`src/hw/mem_layout_pkg.sv`:
```
package mem_layout_pkg;

	//////////////////////////////
	// address split

	// an address word is a region field on top of an offset field
	localparam int REGION_BITS = 8;
	localparam int OFFSET_BITS = 24;	// 16 MiB behind each region

	//////////////////////////////
	// region map

	localparam int REGION_NUM = 8;
	localparam int REGION_IDX_BITS = $clog2(REGION_NUM);	// width of a region id

	// region field value of each mapped region
	// the position of an entry in this table is the id of its region
	localparam logic [REGION_BITS-1:0] region_bases [REGION_NUM] = '{
		8'h00,	// boot rom
		8'h10,	// on-chip sram
		8'h20,	// dma descriptors
		8'h40,	// peripheral registers
		8'h80,	// external dram low
		8'ha0,	// external dram high
		8'hc0,	// frame buffer
		8'hf0	// debug window
	};

endpackage

```
`src/hw/link_pkg.sv`:
```
package link_pkg;

	localparam int DATA_WIDTH = 32;

	//////////////////////////////
	// header beat

	typedef enum logic {
		KIND_DATA = 1'b0,
		KIND_ADDR = 1'b1
	} word_kind_e;

	localparam int HDR_KIND_BIT = 0;	// the other header bits are sent as zero

	//////////////////////////////
	// received word

	// the same word seen as plain data or as a region and offset pair
	typedef union packed {
		logic [DATA_WIDTH-1:0] raw;
		struct packed {
			logic [mem_layout_pkg::REGION_BITS-1:0] region;
			logic [mem_layout_pkg::OFFSET_BITS-1:0] offset;
		} addr;
	} rx_word_u;

endpackage

```
`src/hw/addr_translate.sv`:
```
module addr_translate (
	input  logic clk,
	input  logic reset,
	input  link_pkg::rx_word_u rx_word,
	input  link_pkg::word_kind_e rx_kind,
	input  logic rx_valid,
	output logic [link_pkg::DATA_WIDTH-1:0] xl_word,
	output logic xl_miss,
	output logic xl_valid
);

	logic hit;
	logic [mem_layout_pkg::REGION_IDX_BITS-1:0] region_idx;
	link_pkg::rx_word_u mapped;

	//////////////////////////////
	// region lookup

	always_comb begin
		hit = 1'b0;
		region_idx = '0;
		for (int i = 0; i < mem_layout_pkg::REGION_NUM; i++) begin
			if (!hit && rx_word.addr.region == mem_layout_pkg::region_bases[i]) begin
				hit = 1'b1;	// first matching entry wins
				region_idx = i[mem_layout_pkg::REGION_IDX_BITS-1:0];
			end
		end
	end

	always_comb begin
		mapped.addr.region = '0;
		mapped.addr.region[mem_layout_pkg::REGION_IDX_BITS-1:0] = region_idx;
		mapped.addr.offset = rx_word.addr.offset;	// offset is kept as is
	end

	//////////////////////////////
	// output register

	always_ff @(posedge clk) begin
		if (reset)
			xl_valid <= 1'b0;
		else
			xl_valid <= rx_valid;
	end

	always_ff @(posedge clk) begin
		if (rx_valid) begin
			if (rx_kind == link_pkg::KIND_ADDR && hit) begin
				xl_word <= mapped.raw;
				xl_miss <= 1'b0;
			end else begin
				xl_word <= rx_word.raw;	// data words and unmapped addresses pass unchanged
				xl_miss <= (rx_kind == link_pkg::KIND_ADDR);
			end
		end
	end

	// only an address word can miss the memory map
	assert property (@(posedge clk) disable iff (reset)
		xl_valid && xl_miss |-> $past(rx_kind) == link_pkg::KIND_ADDR);

endmodule

```
`src/hw/axi_transmit.sv`:
```
module axi_transmit #(
	parameter int BUS_WIDTH = 8
) (
	input  logic clk,
	input  logic reset,
	input  logic [link_pkg::DATA_WIDTH-1:0] data_to_send,
	input  link_pkg::word_kind_e kind,
	input  logic send,
	input  logic dev_rdy,
	output logic [BUS_WIDTH-1:0] bus_data,
	output logic bus_valid,
	output logic bus_first,
	output logic busy
);

	localparam int BEATS = link_pkg::DATA_WIDTH / BUS_WIDTH;
	localparam int CNT_WIDTH = $clog2(BEATS + 1);

	logic [link_pkg::DATA_WIDTH-1:0] shift_q;
	link_pkg::word_kind_e kind_q;
	logic [CNT_WIDTH-1:0] beat_cnt;	// 0 is the header and 1 to BEATS are data
	logic last_beat;

	assign bus_valid = busy && dev_rdy;	// a pending beat waits for dev_rdy
	assign bus_first = (beat_cnt == '0);
	assign last_beat = (beat_cnt == CNT_WIDTH'(BEATS));

	always_comb begin
		bus_data = shift_q[BUS_WIDTH-1:0];	// least significant beat first
		if (bus_first) begin
			bus_data = '0;
			bus_data[link_pkg::HDR_KIND_BIT] = kind_q;
		end
	end

	//////////////////////////////
	// beat sequencing

	always_ff @(posedge clk) begin
		if (reset) begin
			busy <= 1'b0;
			beat_cnt <= '0;
		end else if (!busy) begin
			if (send) begin
				busy <= 1'b1;	// sends while busy are dropped
				beat_cnt <= '0;
			end
		end else if (dev_rdy) begin
			if (last_beat) begin
				busy <= 1'b0;
				beat_cnt <= '0;
			end else begin
				beat_cnt <= beat_cnt + 1'b1;
			end
		end
	end

	always_ff @(posedge clk) begin
		if (!busy && send) begin
			shift_q <= data_to_send;
			kind_q <= kind;
		end else if (bus_valid && !bus_first) begin
			shift_q <= shift_q >> BUS_WIDTH;
		end
	end

	// nothing leaves while the device is not ready, so the pending beat keeps its data
	assert property (@(posedge clk) disable iff (reset) busy && !dev_rdy |=> $stable(shift_q));

	// a stalled beat is held until it can go out
	assert property (@(posedge clk) disable iff (reset)
		busy && !dev_rdy |=> busy && beat_cnt == $past(beat_cnt));

endmodule

```
`src/hw/link_receive.sv`:
```
module link_receive #(
	parameter int BUS_WIDTH = 8
) (
	input  logic clk,
	input  logic reset,
	input  logic [BUS_WIDTH-1:0] bus_data,
	input  logic bus_valid,
	input  logic bus_first,
	output link_pkg::rx_word_u rx_word,
	output link_pkg::word_kind_e rx_kind,
	output logic rx_valid
);

	localparam int BEATS = link_pkg::DATA_WIDTH / BUS_WIDTH;
	localparam int CNT_WIDTH = $clog2(BEATS + 1);

	logic [link_pkg::DATA_WIDTH-1:0] shift_q;
	link_pkg::word_kind_e kind_q;
	logic [CNT_WIDTH-1:0] beat_cnt;
	logic in_word;	// set between a header and the last data beat
	logic header_beat;
	logic data_beat;

	assign header_beat = bus_valid && bus_first;
	assign data_beat = bus_valid && !bus_first && in_word;

	assign rx_word.raw = shift_q;
	assign rx_kind = kind_q;

	//////////////////////////////
	// word framing

	always_ff @(posedge clk) begin
		if (reset) begin
			in_word <= 1'b0;
			beat_cnt <= '0;
			rx_valid <= 1'b0;
		end else begin
			rx_valid <= 1'b0;
			if (header_beat) begin
				in_word <= 1'b1;
				beat_cnt <= '0;
			end else if (data_beat) begin
				if (beat_cnt == CNT_WIDTH'(BEATS - 1)) begin
					in_word <= 1'b0;
					beat_cnt <= '0;
					rx_valid <= 1'b1;	// word is complete in shift_q next cycle
				end else begin
					beat_cnt <= beat_cnt + 1'b1;
				end
			end
		end
	end

	always_ff @(posedge clk) begin
		if (header_beat)
			kind_q <= link_pkg::word_kind_e'(bus_data[link_pkg::HDR_KIND_BIT]);
		if (data_beat)
			shift_q <= {bus_data, shift_q[link_pkg::DATA_WIDTH-1:BUS_WIDTH]};	// first beat ends lowest
	end

	// the transmitter finishes a word before it starts the next one
	assert property (@(posedge clk) disable iff (reset) header_beat |-> !in_word);

endmodule

```
`src/hw/link_top.sv`:
```
module link_top #(
	parameter int BUS_WIDTH = 8
) (
	input  logic clk,
	input  logic reset,
	input  logic [link_pkg::DATA_WIDTH-1:0] data_to_send,
	input  logic send,
	input  link_pkg::word_kind_e kind,
	input  logic dev_rdy,
	output logic [link_pkg::DATA_WIDTH-1:0] data,
	output logic valid_data,
	output logic addr_miss,
	output logic busy,
	output logic [15:0] word_count
);

	logic [BUS_WIDTH-1:0] bus_data;
	logic bus_valid;
	logic bus_first;

	link_pkg::rx_word_u rx_word;
	link_pkg::word_kind_e rx_kind;
	logic rx_valid;

	logic [link_pkg::DATA_WIDTH-1:0] xl_word;
	logic xl_miss;
	logic xl_valid;

	//////////////////////////////
	// transmit side

	axi_transmit #(
		.BUS_WIDTH(BUS_WIDTH)
	) transmitter (
		.clk(clk),
		.reset(reset),
		.data_to_send(data_to_send),
		.kind(kind),
		.send(send),
		.dev_rdy(dev_rdy),
		.bus_data(bus_data),
		.bus_valid(bus_valid),
		.bus_first(bus_first),
		.busy(busy)
	);

	//////////////////////////////
	// receive side

	link_receive #(
		.BUS_WIDTH(BUS_WIDTH)
	) receiver (
		.clk(clk),
		.reset(reset),
		.bus_data(bus_data),
		.bus_valid(bus_valid),
		.bus_first(bus_first),
		.rx_word(rx_word),
		.rx_kind(rx_kind),
		.rx_valid(rx_valid)
	);

	addr_translate translator (
		.clk(clk),
		.reset(reset),
		.rx_word(rx_word),
		.rx_kind(rx_kind),
		.rx_valid(rx_valid),
		.xl_word(xl_word),
		.xl_miss(xl_miss),
		.xl_valid(xl_valid)
	);

	result_stage result (
		.clk(clk),
		.reset(reset),
		.xl_word(xl_word),
		.xl_miss(xl_miss),
		.xl_valid(xl_valid),
		.data(data),
		.valid_data(valid_data),
		.addr_miss(addr_miss),
		.word_count(word_count)
	);

endmodule

```
`src/hw/result_stage.sv`:
```
module result_stage (
	input  logic clk,
	input  logic reset,
	input  logic [link_pkg::DATA_WIDTH-1:0] xl_word,
	input  logic xl_miss,
	input  logic xl_valid,
	output logic [link_pkg::DATA_WIDTH-1:0] data,
	output logic valid_data,
	output logic addr_miss,
	output logic [15:0] word_count
);

	//////////////////////////////
	// delivery and statistics

	always_ff @(posedge clk) begin
		if (reset) begin
			valid_data <= 1'b0;
			word_count <= '0;
		end else begin
			valid_data <= xl_valid;
			if (xl_valid)
				word_count <= word_count + 16'd1;	// wraps after 65535 words
		end
	end

	// word and miss flag hold until the next delivered word
	always_ff @(posedge clk) begin
		if (xl_valid) begin
			data <= xl_word;
			addr_miss <= xl_miss;
		end
	end

endmodule

```
`config.mk`:
```
export PLATFORM = sky130hd
export DESIGN_NAME = link_top
export DESIGN_NICKNAME = d
export VERILOG_FILES = /design/src/hw/mem_layout_pkg.sv /design/src/hw/link_pkg.sv /design/src/hw/addr_translate.sv /design/src/hw/axi_transmit.sv /design/src/hw/link_receive.sv /design/src/hw/link_top.sv /design/src/hw/result_stage.sv
export SDC_FILE = /design/constraint.sdc
export NUM_CORES = 1
export LEC_CHECK = 0
export BUFFER_PORTS_ARGS = -buffer_cell sky130_fd_sc_hd__buf_2
export CAP_MARGIN = 25
export CORE_ASPECT_RATIO = 1.5
export CORE_MARGIN = 8
export CORE_UTILIZATION = 50
export CTS_BUF_LIST = sky130_fd_sc_hd__clkbuf_4 sky130_fd_sc_hd__clkbuf_8 sky130_fd_sc_hd__clkbuf_16
export DETAILED_ROUTE_END_ITERATION = 10
export PLACE_DENSITY = 0.74
export SYNTH_ARGS = -nofsm -noshare
export SYNTH_HDL_FRONTEND = slang
export SYNTH_SLANG_ARGS = --single-unit
export TNS_END_PERCENT = 100
```
`constraint.sdc`:
```
create_clock -name clk -period 2 [get_ports clk]
set_input_delay 0.4 -clock clk [delete_from_list [all_inputs] [get_ports clk]]
set_output_delay 0.4 -clock clk [all_outputs]
set_load 0.01 [all_outputs]
```
=== Yosys cells after proc, flatten, opt, wreduce, memory -nomap -nowiden ===
Cells that the tools add are included.

* Flip-flop bits (word level): 159
* Input bits: 37
* Output and inout bits: 51
* Word-level logic and storage cells: 96

* Add/subtract/negate cells: 3
* Equal/unequal tests: 10
* Muxes and demuxes: 32
* Bitwise logic cells: 1
* Reductions and logical operators: 32

{| class="wikitable"
|+ Operators by type and width
! kind !! count
|-
| two-way mux 32 bit || 2
|-
| two-way mux 3 bit || 11
|-
| equality test 8 bit (second input constant) || 4
|-
| two-way mux 27 bit || 1
|-
| two-way mux 1 bit || 18
|-
| adder 16 x 1 -> 16 bit (second input constant) || 1
|-
| logical AND 1 bit || 13
|-
| zero test 1 bit || 9
|-
| equality test 8 x 5 -> 1 bit (second input constant) || 1
|-
| equality test 8 x 6 -> 1 bit (second input constant) || 1
|-
| equality test 8 x 7 -> 1 bit (second input constant) || 1
|-
| zero test 8 bit || 1
|-
| nonzero test 2 bit || 4
|-
| adder 3 x 1 -> 3 bit (second input constant) || 2
|-
| AND reduction 2 bit || 2
|-
| equality test 3 x 2 -> 1 bit (second input constant) || 1
|-
| equality test 3 bit (second input constant) || 1
|-
| zero test 3 bit || 1
|-
| OR reduction 3 bit || 1
|-
| != test 2 bit (second input constant) || 1
|-
| OR reduction 2 bit || 1
|-
| NOT 1 bit || 1
|}

=== Logic depth before layout (Yosys ltp) ===
Gate-level depths: netlist of the first run.

* Depth in word-level cells: 25
* Gate-level depth with buffers: 6
* Mapped depth without buffers: 6

=== Hierarchy ===
A second synthesis of the first run with hierarchy kept.

* Cells, all modules: 392
* Area total of the unflattened synthesis: 5853.1 um^2

{| class="wikitable"
|+ By module, submodules not included
! module !! times used !! cells each !! area each (um^2) !! sequential area each (um^2)
|-
| result_stage || 1 || 119 || 1793.0 || 1331.3
|-
| axi_transmit || 1 || 156 || 1631.6 || 1071.0
|-
| link_receive || 1 || 56 || 1224.9 || 1091.0
|-
| addr_translate || 1 || 61 || 1203.7 || 1011.0
|}

=== Least setup slack after synthesis of the first run ===
No wires, ideal clock.

* Path kind: register -> register
* Start: reg translator.xl_valid
* End: reg result.word_count[11]
* Setup time: 0.128 ns
* Data arrival time: 1.957 ns
* Required time: 1.872 ns
* Setup slack: -0.085 ns
* Stages on the path, launching flop included: 6
* Path buffers: 1
* Period minus slack after synthesis: 2.085 ns
* Cells stage by stage: dfxtp_1 buf_2 nand3_2 nor4_1 xnor2_1 nor2_1

{| class="wikitable"
|+ RTL lines
! item !! RTL line !! RTL
|-
| from (decl) || addr_translate.sv:9 || <nowiki>output logic xl_valid</nowiki>
|-
| from (signal assigned) || addr_translate.sv:43 || <nowiki>xl_valid <= rx_valid;</nowiki>
|-
| to (signal assigned) || result_stage.sv:23 || <nowiki>word_count <= word_count + 16'd1;</nowiki>
|-
| to (decl) || result_stage.sv:10 || <nowiki>output logic [15:0] word_count</nowiki>
|}

=== Final worst setup path of the first run ===
* Start: reg transmitter.beat_cnt[0]
* End: reg receiver.beat_cnt[1]

* Word-level cells in the longest chain between the ends: 4
* Elaborated cells on any way between the ends: 6
* Classes of those cells: 6 x reduce/logical

{| class="wikitable"
|+ Ends and longest elaborated chain
! item !! RTL line !! RTL
|-
| from (decl) || axi_transmit.sv:21 || <nowiki>logic [CNT_WIDTH-1:0] beat_cnt;</nowiki>
|-
| from (signal assigned) || axi_transmit.sv:53 || <nowiki>beat_cnt <= beat_cnt + 1'b1;</nowiki>
|-
| zero test 3 bit || axi_transmit.sv:25 || <nowiki>assign bus_first = (beat_cnt == '0);</nowiki>
|-
| zero test 1 bit || link_receive.sv:25 || <nowiki>assign data_beat = bus_valid && !bus_first && in_word;</nowiki>
|-
| logical AND 1 bit (2 in a row) || link_receive.sv:25 ||
|-
| via receiver.data_beat || link_receive.sv:22 || <nowiki>logic data_beat;</nowiki>
|-
| to (signal assigned) || link_receive.sv:49 || <nowiki>beat_cnt <= beat_cnt + 1'b1;</nowiki>
|-
| to (decl) || link_receive.sv:19 || <nowiki>logic [CNT_WIDTH-1:0] beat_cnt;</nowiki>
|}

The timed path passes the listed nets, and every way through them passes these cells.
A chain may end at the register's enable or synchronous reset.

==> impl_metrics.yaml, run 1 <==
run_status:
  status: "completed"
clocking:
  numClockSinks: 159
  cts_tree: "done"
  cts-hold-fix-buffers: 0
  post_cts_buffers: 0
  numCtsBuffers: 17
  ctsRootBufferMaster: "clkbuf_16"
  clk_latency_ps: 410
  post_cts_resized: 0
  cts_max_level: 4
  clkTransAtPathRegs_ps: 70
  clk_path_buf_depth: 2
sta:
  slew_headroom_pct: 65.0
  clock_skew_ps: 8.95
  fin_crit_ps: 1700
  setup_tns_ps: 0
  rsz0062_at_grt: "no"
  max_freq_ghz: 0.588
  finalSetupViolCount: 0
  worst_slack_ps: 298
  slew_violations: 0
  hold_viol: 0
  max_slew.worst_pin.slew_ps: 521
  finalCritPeriodShare_pct: 85.1
layout:
  fin_nets: 484
  final_util_pct: 61.3
  antennaDiodeCount: 0
  final_cell_mix: "edfxtp_1 (132), buf_2 (87), dfxtp_1 (26), mux2_2 (25), nor2_1 (24)"
  fillers: 858
  drive_gt1_share_pct: 34.6
  multi_input_area_um2: 1170
  regArea_um2: 4510
  final_common_cell: "edfxtp_1"
  area_growth_pct: 21.1
synth:
  ys_ff_latch: 159
  synth.cell_area_um2: 5750
  syn_inst: 346
  synth_top_flop_cell: "edfxtp_1"
  synth-edff-count: 132
  netlist-cell-type-count: 38
  syn_nets: 387
  yosys_warnings: 0
  yosysSeqAreaShare_pct: 78.4
  syn_area_per_cell_um2: 16.6
  ys_async_sr_fraction_pct: 0
routing:
  route.detailed.drc: 0
  drt_iter0_drc: 103
  via_count: 2989
  detail-route-antenna-nets: 0
  drt-total-wl_mm: 8.45
  wl_per_cell_um: 13.9
  viasPerCell: 4.93
  drt-pass1-iter-count: 4
die:
  coreArea_um2: 11400
  initial_core_util_pct: 50.6
  die_x_um: 104
  die_h_um: 147
  rows: 48
  ios: 88
  die-area_um2: 15200
critical_path:
  cp.arrival_ps: 1980
  worstSetupStartpointType: "register"
  crit_fanout: 35
  cp_data_required_time_ps: 2280
  criticalPathCategory: "register to register"
  cp-end-kind: "register"
place:
  dpl.hpwl_mm: 5.77
  place.gp.congestion: 0.709
  port_buffers: 87
  dpl_worst_slack_ps: 301
pwr:
  power.leakage_nw: 2.53
  power_density_nw_per_um2: 983
  ir_drop_uv: 593
global_routing:
  grt_pass1_wl_mm: 14.7
  grt_max_degree: 37
  gr-total-overflow: 0
  grt_pass1_vias: 3140
  antenna_found_initial: 0
  grt_use_total_pct: 11.9
min_path:
  hold_class: "input pin to register"
flow_run:
  maxCapViolCount: 0
-- power by group --
part / internal (W) / leakage (nW) / switching, W
Clock: 0.00166 / 0.278 / 0.00136
Combinational: 0.0000982 / 0.817 / 0.0000870
Sequential: 0.00362 / 1.44 / 0.0000161
Total: 0.00538 / 2.53 / 0.00146
-- state kept, by name (all words and copies together), names as in the netlist, 3 cells and up --
name,flops
receiver.rx_word,32
result.data,32
translator.xl_word,32
transmitter.shift_q,32
result.word_count,16
receiver.beat_cnt,3
transmitter.beat_cnt,3
-- area by class of cell --
class	instances	share of cell area (%)
Timing Repair Buffer	92	7.34
Clock inverter	15	2.05
Inverter	5	0.270
Clock buffer	17	6.12
Multi-Input combinational cell	168	16.8
Tap cell	150	2.70
Sequential cell	159	64.8
-- final timing paths --
check                                      end  slack (ps)                                  from  cells past startpoint
max reg2reg  receiver.beat_cnt[1]$_SDFFE_PP0P_         300  transmitter.beat_cnt[0]$_SDFFE_PP0P_                      7
max          receiver.beat_cnt[1]$_SDFFE_PP0P_         300  transmitter.beat_cnt[0]$_SDFFE_PP0P_                      7
min reg2reg          result.data[19]$_DFFE_PP_         410      translator.xl_word[19]$_DFFE_PP_                      0
min               transmitter.kind_q$_DFFE_PP_         170                                  kind                      1
-- stage by stage --
stage | area [µm²] | power, W | hold WS [ps] | cells
floorplan | 5750 | 0.00383 | 400 | 346
global placement | 6390 | 0.00389 | 400 | 574
detailed placement | 6390 | 0.00390 | 405 | 574
CTS | 6960 | 0.00691 | 154 | 606
global route | 6960 | 0.00708 | 154 | 606
finish | 6960 | 0.00684 | 171 | 606
-- Yosys cell counts, drive strengths merged (6+ instances only) --
master / count / share of area [%]
edfxtp: 132 / 69
dfxtp: 27 / 9.4
mux2: 25 / 4.9
nor2: 24 / 1.6
and2: 16 / 1.7
nand2: 15 / 0.98
nor3: 10 / 0.87
a21oi: 9 / 0.78
nor2b: 9 / 0.98
xnor2: 9 / 1.4
buf: 7 / 0.61
clkbuf: 7 / 0.46
o21ai: 6 / 0.52
-- kinds of logic after synthesis --
kind of cell               Yosys count  share of synthesized area (%)
muxes                               26                           5.07
xor gates and xnor gates            14                           2.13
AOI/OAI and AO/OA                   24                           2.53
buffers and inverters               19                           1.39
DFF                                159                           78.4
and+or+nand+nor                    100                           9.60
adders and majority gates            4                          0.871
-- routing by layer --
layer,vias up,GRT usage (%),part of all wire [%]
met5,-,0,0
met4,0,4.87,1.5
met2,79,19.7,50
met1,1426,12.3,40
li1,1471,-,-
met3,13,6.27,8.5
-- worst max-delay path: stages, from the launching register on --
cell	delay [ps]
dfxtp_1	320
inv_1	90
ha_1	230
nand2b_1	210
and3_2	300
buf_12	180
a22oi_1	190
nor2_1	50
Note: power is estimated with default switching activity, not from simulation.
==> run 2: changes to the inputs <==
Settings changed: PLACE_DENSITY 0.74 to 0.72.
==> run 2 against run 1 <==
- critical path type unchanged
- register-to-register slack improved by 80 ps
- non-clock buffer count rose by 2
- largest power group unchanged
- via count rose by 0.64%
- sequential cell count did not move
- setup slack improved by 79 ps
- design area rose by 0.54%
==> impl_metrics.yaml, run 2 (synthesized netlist as in run 1, its figures left out) <==
run_status:
  status: "completed"
layout:
  final_util_pct: 61.6
  fin_cells: 608
  fillers: 863
  drive_gt1_share_pct: 34.9
  fin_nets: 486
  area_growth_pct: 21.7
  antennaDiodeCount: 0
  finish.instance_area_um2: 6990
  final_common_cell: "edfxtp_1"
  final_cell_mix: "edfxtp_1 (132), buf_2 (87), dfxtp_1 (26), mux2_2 (25), nor2_1 (24)"
pwr:
  comb_power_share_pct: 2.7
  p_clk_share_pct: 45.2
  power.internal_w: 0.00550
  power.leakage_nw: 2.55
  ir_drop_uv: 679
  p_sw_w: 0.00148
  swShare_pct: 21.2
  power_density_nw_per_um2: 998
  p_seq_share_pct: 52.1
global_routing:
  grt_use_total_pct: 11.9
  gr-total-overflow: 0
  grt_max_degree: 36
  grt_pass1_wl_mm: 14.6
  antenna_found_initial: 0
  grt_pass1_vias: 3086
routing:
  drt_iter0_drc: 101
  route.detailed.drc: 0
  drt-total-wl_mm: 8.69
  wl_per_cell_um: 14.3
  viasPerCell: 4.95
  drt-pass1-iter-count: 4
  detail-route-antenna-nets: 0
  via_count: 3008
die:
  coreArea_um2: 11400
  ios: 88
  die_h_um: 147
  die_x_um: 104
  initial_core_util_pct: 50.6
  rows: 48
  die-area_um2: 15200
critical_path:
  criticalPathCategory: "register to register"
  rr_worst_depth: 5
  crit_fanout: 24
  cp.arrival_ps: 1740
  reg2reg_to: "transmitter.shift_q[6]$_DFFE_PP_"
  ff2ff_setup_slack_ps: 380
  cp_data_required_time_ps: 2120
  r2r_start: "transmitter.beat_cnt[0]$_SDFFE_PP0P_"
  worstSetupStartpointType: "register"
  cp-end-kind: "register"
clocking:
  clk_latency_ps: 420
  ctsRootBufferMaster: "clkbuf_16"
  numClockSinks: 159
  cts_tree: "done"
  post_cts_resized: 0
  cts_max_level: 4
  clkTransAtPathRegs_ps: 70
  clk_path_buf_depth: 2
  cts-hold-fix-buffers: 0
  post_cts_buffers: 0
  numCtsBuffers: 17
min_path:
  hold_class: "input pin to register"
  hold_depth: 1
  hp-start: "kind"
  worstHoldEndpoint: "transmitter.kind_q$_DFFE_PP_"
sta:
  hold_viol: 0
  finalCritPeriodShare_pct: 81.1
  max_freq_ghz: 0.616
  setup_tns_ps: 0
  max_slew.worst_pin.slew_ps: 429
  finalSetupViolCount: 0
  slew_violations: 0
  rsz0062_at_grt: "no"
  clock_skew_ps: 10.9
  slew_headroom_pct: 71.2
  worst_slack_ps: 378
  fin_crit_ps: 1620
place:
  dp.cells: 576
  placed_cell_area_um2: 6400
  dpl.hpwl_mm: 5.84
  dpl_worst_slack_ps: 370
  place.gp.congestion: 0.751
  port_buffers: 87
flow_run:
  maxCapViolCount: 0
run 2: area by class of cell:
cell class / count / area [µm²] / area share (%)
sequential: 159 / 4510 / 64.4
multi-input combinational: 168 / 1170 / 16.7
timing repair buffer: 94 / 526 / 7.51
clock buffer: 17 / 425 / 6.08
tap: 150 / 188 / 2.68
clock inverter: 15 / 165 / 2.36
inverter: 5 / 18.8 / 0.268
run 2: worst max path at each step:
| stage | startpoint | to | slack, ps | depth (start not counted) |
|---|---|---|---|---|
| floorplan | transmitter.beat_cnt[0]$_SDFFE_PP0P_ | transmitter.shift_q[0]$_DFFE_PP_ | 220 | 5 |
| global placement | receiver.rx_word[24]$_DFFE_PP_ | translator.xl_word[29]$_SDFFCE_PP0P_ | 410 | 4 |
| detailed placement | receiver.rx_word[24]$_DFFE_PP_ | translator.xl_word[30]$_SDFFCE_PP0P_ | 370 | 4 |
| CTS | receiver.rx_word[24]$_DFFE_PP_ | translator.xl_word[30]$_SDFFCE_PP0P_ | 360 | 4 |
| global route | receiver.rx_word[24]$_DFFE_PP_ | translator.xl_word[29]$_SDFFCE_PP0P_ | 200 | 4 |
| finish | transmitter.beat_cnt[0]$_SDFFE_PP0P_ | transmitter.shift_q[6]$_DFFE_PP_ | 380 | 5 |
run 2: through the flow:
step | hold slack, ps | power (W)
finish | 154 | 0.00698
global route | 141 | 0.00721
CTS | 138 | 0.00706
detailed placement | 405 | 0.00390
global placement | 401 | 0.00389
floorplan | 400 | 0.00383
run 2: worst max-delay path, stage by stage, from the launching register on:
cell and delay [ps]:
dfxtp_1 340, inv_1 80, ha_1 250, nand2b_1 150, a21o_2 280, buf_12 210
run 2: routing by layer:
| metal | part of all wire (%) | vias up | wire (µm) | global-route usage, % |
|---|---|---|---|---|
| li1 | - | 1479 | - | - |
| met1 | 41 | 1420 | 3560 | 12.6 |
| met2 | 50 | 95 | 4320 | 19.5 |
| met3 | 7.5 | 14 | 651 | 5.61 |
| met4 | 1.8 | 0 | 160 | 6.05 |
| met5 | 0 | - | 0 | 0 |
run 2: power by group through the flow:
stage,sequential [W],combinational [W],clock (W)
floorplan,0.00371,0.000120,0
global placement,0.00371,0.000185,0
detailed placement,0.00371,0.000192,0
CTS,0.00364,0.000193,0.00323
global route,0.00364,0.000208,0.00336
finish,0.00364,0.000190,0.00315
==> run 3: changes to the inputs <==
Settings changed: ABC_AREA set to 1, CORE_UTILIZATION 50 to 56, PLACE_DENSITY 0.72 to 0.77.
Clock period 2 ns to 1.6 ns, I/O delays scaled along.
==> run 3 against run 2 <==
- via count increased by 20%
- core utilization rose by 8.4 points
- first-iteration DRC count rose by 130%
- hold slack worse by 52 ps
- maximum frequency up 4.8%
- critical path type unchanged
- largest cell class unchanged
==> impl_metrics.yaml, run 3 <==
run_status:
  status: "completed"
min_path:
  hold_depth: 1
  hold_class: "input pin to register"
synth:
  synth-compound-area-share_pct: 3.31
  synth-edff-count: 132
  syn_inst: 466
  synth_fa_ha_area_share_pct: 0.848
  yosys.area_share.simple_pct: 14.6
  synth.cell_area_um2: 5900
  synth_top_flop_cell: "edfxtp_1"
  yosys-top-cells-area: "edfxtp_1 (67%), dfxtp_1 (9.2%), nand2_1 (7.1%), inv_1 (2.8%), nor2_1 (2.7%)"
  ys_async_sr_fraction_pct: 0
  synth_most_common_cell: "edfxtp_1"
  yosysTopAreaCellShare_pct: 67.1
  yosysSeqAreaShare_pct: 76.3
  syn_nets: 507
  synth_xor_area_share_pct: 0.593
  synth_top_family_by_area: "simple AND/OR/NAND/NOR gates"
  yosys.area.top_type: "edfxtp_1"
  yosys_warnings: 0
  syn_area_per_cell_um2: 12.7
  synthMuxAreaShare_pct: 0
  netlist-cell-type-count: 31
  synth_common_cells: "edfxtp_1 (132), nand2_1 (111), inv_1 (44), nor2_1 (43), dfxtp_1 (27)"
  ys_ff_latch: 159
die:
  die_h_um: 142
  rows: 46
  ios: 88
  die-area_um2: 14200
  initial_core_util_pct: 56.7
  die_x_um: 99.8
  coreArea_um2: 10400
layout:
  final_cell_mix: "edfxtp_1 (132), nand2_1 (109), buf_2 (87), nor2_1 (42), inv_1 (41)"
  area_growth_pct: 23.6
  antennaDiodeCount: 0
  fin_cells: 732
  drive_gt1_share_pct: 28.7
  final_util_pct: 70.1
  fin_nets: 617
  final_common_cell: "edfxtp_1"
critical_path:
  crit_fanout: 8
  cp.arrival_ps: 1700
  cp_num_buf_inv: 1
  path_cells: "inv_2 > nand2_2 > nor2_4 > nand4_1 > nand3_4 > a21oi_1"
  criticalPathCategory: "register to register"
  cp-end-kind: "register"
  critPathMaxStageDelay_ps: 460
  crit_family: "simple AND/OR/NAND/NOR gates"
  cp_data_required_time_ps: 1750
  cp_num_cells: 6
  rr_worst_depth: 6
  worstSetupStartpointType: "register"
  cpMaxStageDelayCell: "edfxtp_1"
place:
  place.gp.congestion: 0.934
  port_buffers: 87
  dp.cells: 696
  dpl.hpwl_mm: 6.63
  dpl_worst_slack_ps: 59.8
pwr:
  ir_drop_uv: 870
  power.leakage_nw: 2.97
  power_density_nw_per_um2: 1230
  fin_total_pwr_w: 0.00899
  p_seq_share_pct: 50.8
  power.internal_w: 0.00727
  p_clk_share_pct: 46.2
  swShare_pct: 19.1
  comb_power_share_pct: 3.0
  p_sw_w: 0.00172
global_routing:
  grt_use_total_pct: 14.2
  grt_max_degree: 35
  gr-total-overflow: 0
  grt_pass1_vias: 3578
  antenna_found_initial: 0
  grt_pass1_wl_mm: 15.8
sta:
  clock_skew_ps: 6.90
  finalSetupViolCount: 0
  fin_crit_ps: 1550
  max_slew.worst_pin.slew_ps: 372
  slew_headroom_pct: 75.2
  slew_violations: 0
  max_freq_ghz: 0.646
  finalCritPeriodShare_pct: 96.7
  hold_viol: 0
  worst_slack_ps: 52.1
clocking:
  cts-hold-fix-buffers: 0
  clk_path_buf_depth: 2
  ctsRootBufferMaster: "clkbuf_16"
  clkTransAtPathRegs_ps: 60
  numClockSinks: 159
  cts_tree: "done"
  clk_latency_ps: 410
  numCtsBuffers: 17
  cts_max_level: 4
routing:
  drt-pass1-iter-count: 4
  drt-total-wl_mm: 9.67
  wl_per_cell_um: 13.2
  via_count: 3605
  drt_iter0_drc: 234
  detail-route-antenna-nets: 0
  route.detailed.drc: 0
  viasPerCell: 4.92
flow_run:
  maxCapViolCount: 0
## run 3: cell types whose count changed in the layout (fill, tap and decap cells not counted), sizes merged, moves of 7 or more
cell   previous run  this run
mux2             25         0
nor2             24        50
buf              94       101
nand2            15       114
xnor2             9         2
a21oi             9        17
and2             16         0
nor2b             9         0
nand3             5        22
inv              15        58
## run 3: cell families (layout without fill, tap and decap cells)
logic type | Yosys count | count (layout)
buffers and inverters | 67 | 189
adder cells (fa/ha/maj) | 4 | 4
XOR/XNOR | 4 | 4
AND/OR/NAND/NOR | 198 | 198
flip-flops | 159 | 159
AO/OA/AOI/OAI | 34 | 34
## run 3: metrics by stage
step	cell area, µm²	setup TNS, ps	hold slack (ps)
after floorplan	5950	-2220	390
after global placement	6640	0	401
after detailed placement	6640	0	405
after CTS	7260	0	76.5
after global routing	7300	-74.7	78.1
final	7300	0	102
## run 3: power by group through the flow
stage / combinational [W] / sequential (W) / clock, W
6_report: 0.000269 / 0.00457 / 0.00415
5_1_grt: 0.000303 / 0.00457 / 0.00444
4_1_cts: 0.000274 / 0.00457 / 0.00424
3_5_place_dp: 0.000271 / 0.00465 / 0
3_3_place_gp: 0.000258 / 0.00465 / 0
2_1_floorplan: 0.000165 / 0.00464 / 0
## run 3: layout make-up
type                       instances  area (µm²)
clock buffer                      18         433
sequential                       159        4510
fill                             724        3120
timing repair buffer             101         591
inverter                          57         221
clock inverter                    13         188
multi-input combinational        240        1180
tap                              144         180
## run 3: timing repair
item	4_1_cts	5_1_grt
buffers inserted	0	5
endpoints found under the setup margin	0	5
endpoints found under the hold margin	0	0
resized for setup	0	3
## run 3: worst paths after layout
kind                                                 startpoint                              endpoint  slack [ps]
worst max-delay path             receiver.rx_word[24]$_DFFE_PP_  translator.xl_word[28]$_SDFFCE_PP0P_          50
worst min-delay path                                       kind          transmitter.kind_q$_DFFE_PP_         100
worst max register to register   receiver.rx_word[24]$_DFFE_PP_  translator.xl_word[28]$_SDFFCE_PP0P_          50
worst min register to register  translator.xl_word[8]$_DFFE_PP_              result.data[8]$_DFFE_PP_         410
## run 3: routing by layer
metal | part of all wire (%) | global-route usage [%] | up-vias
li1 | - | - | 1791
met1 | 41 | 14.8 | 1687
met2 | 52 | 24.5 | 115
met3 | 6.4 | 6.13 | 12
met4 | 1.3 | 5.52 | 0
met5 | 0 | 0 | -
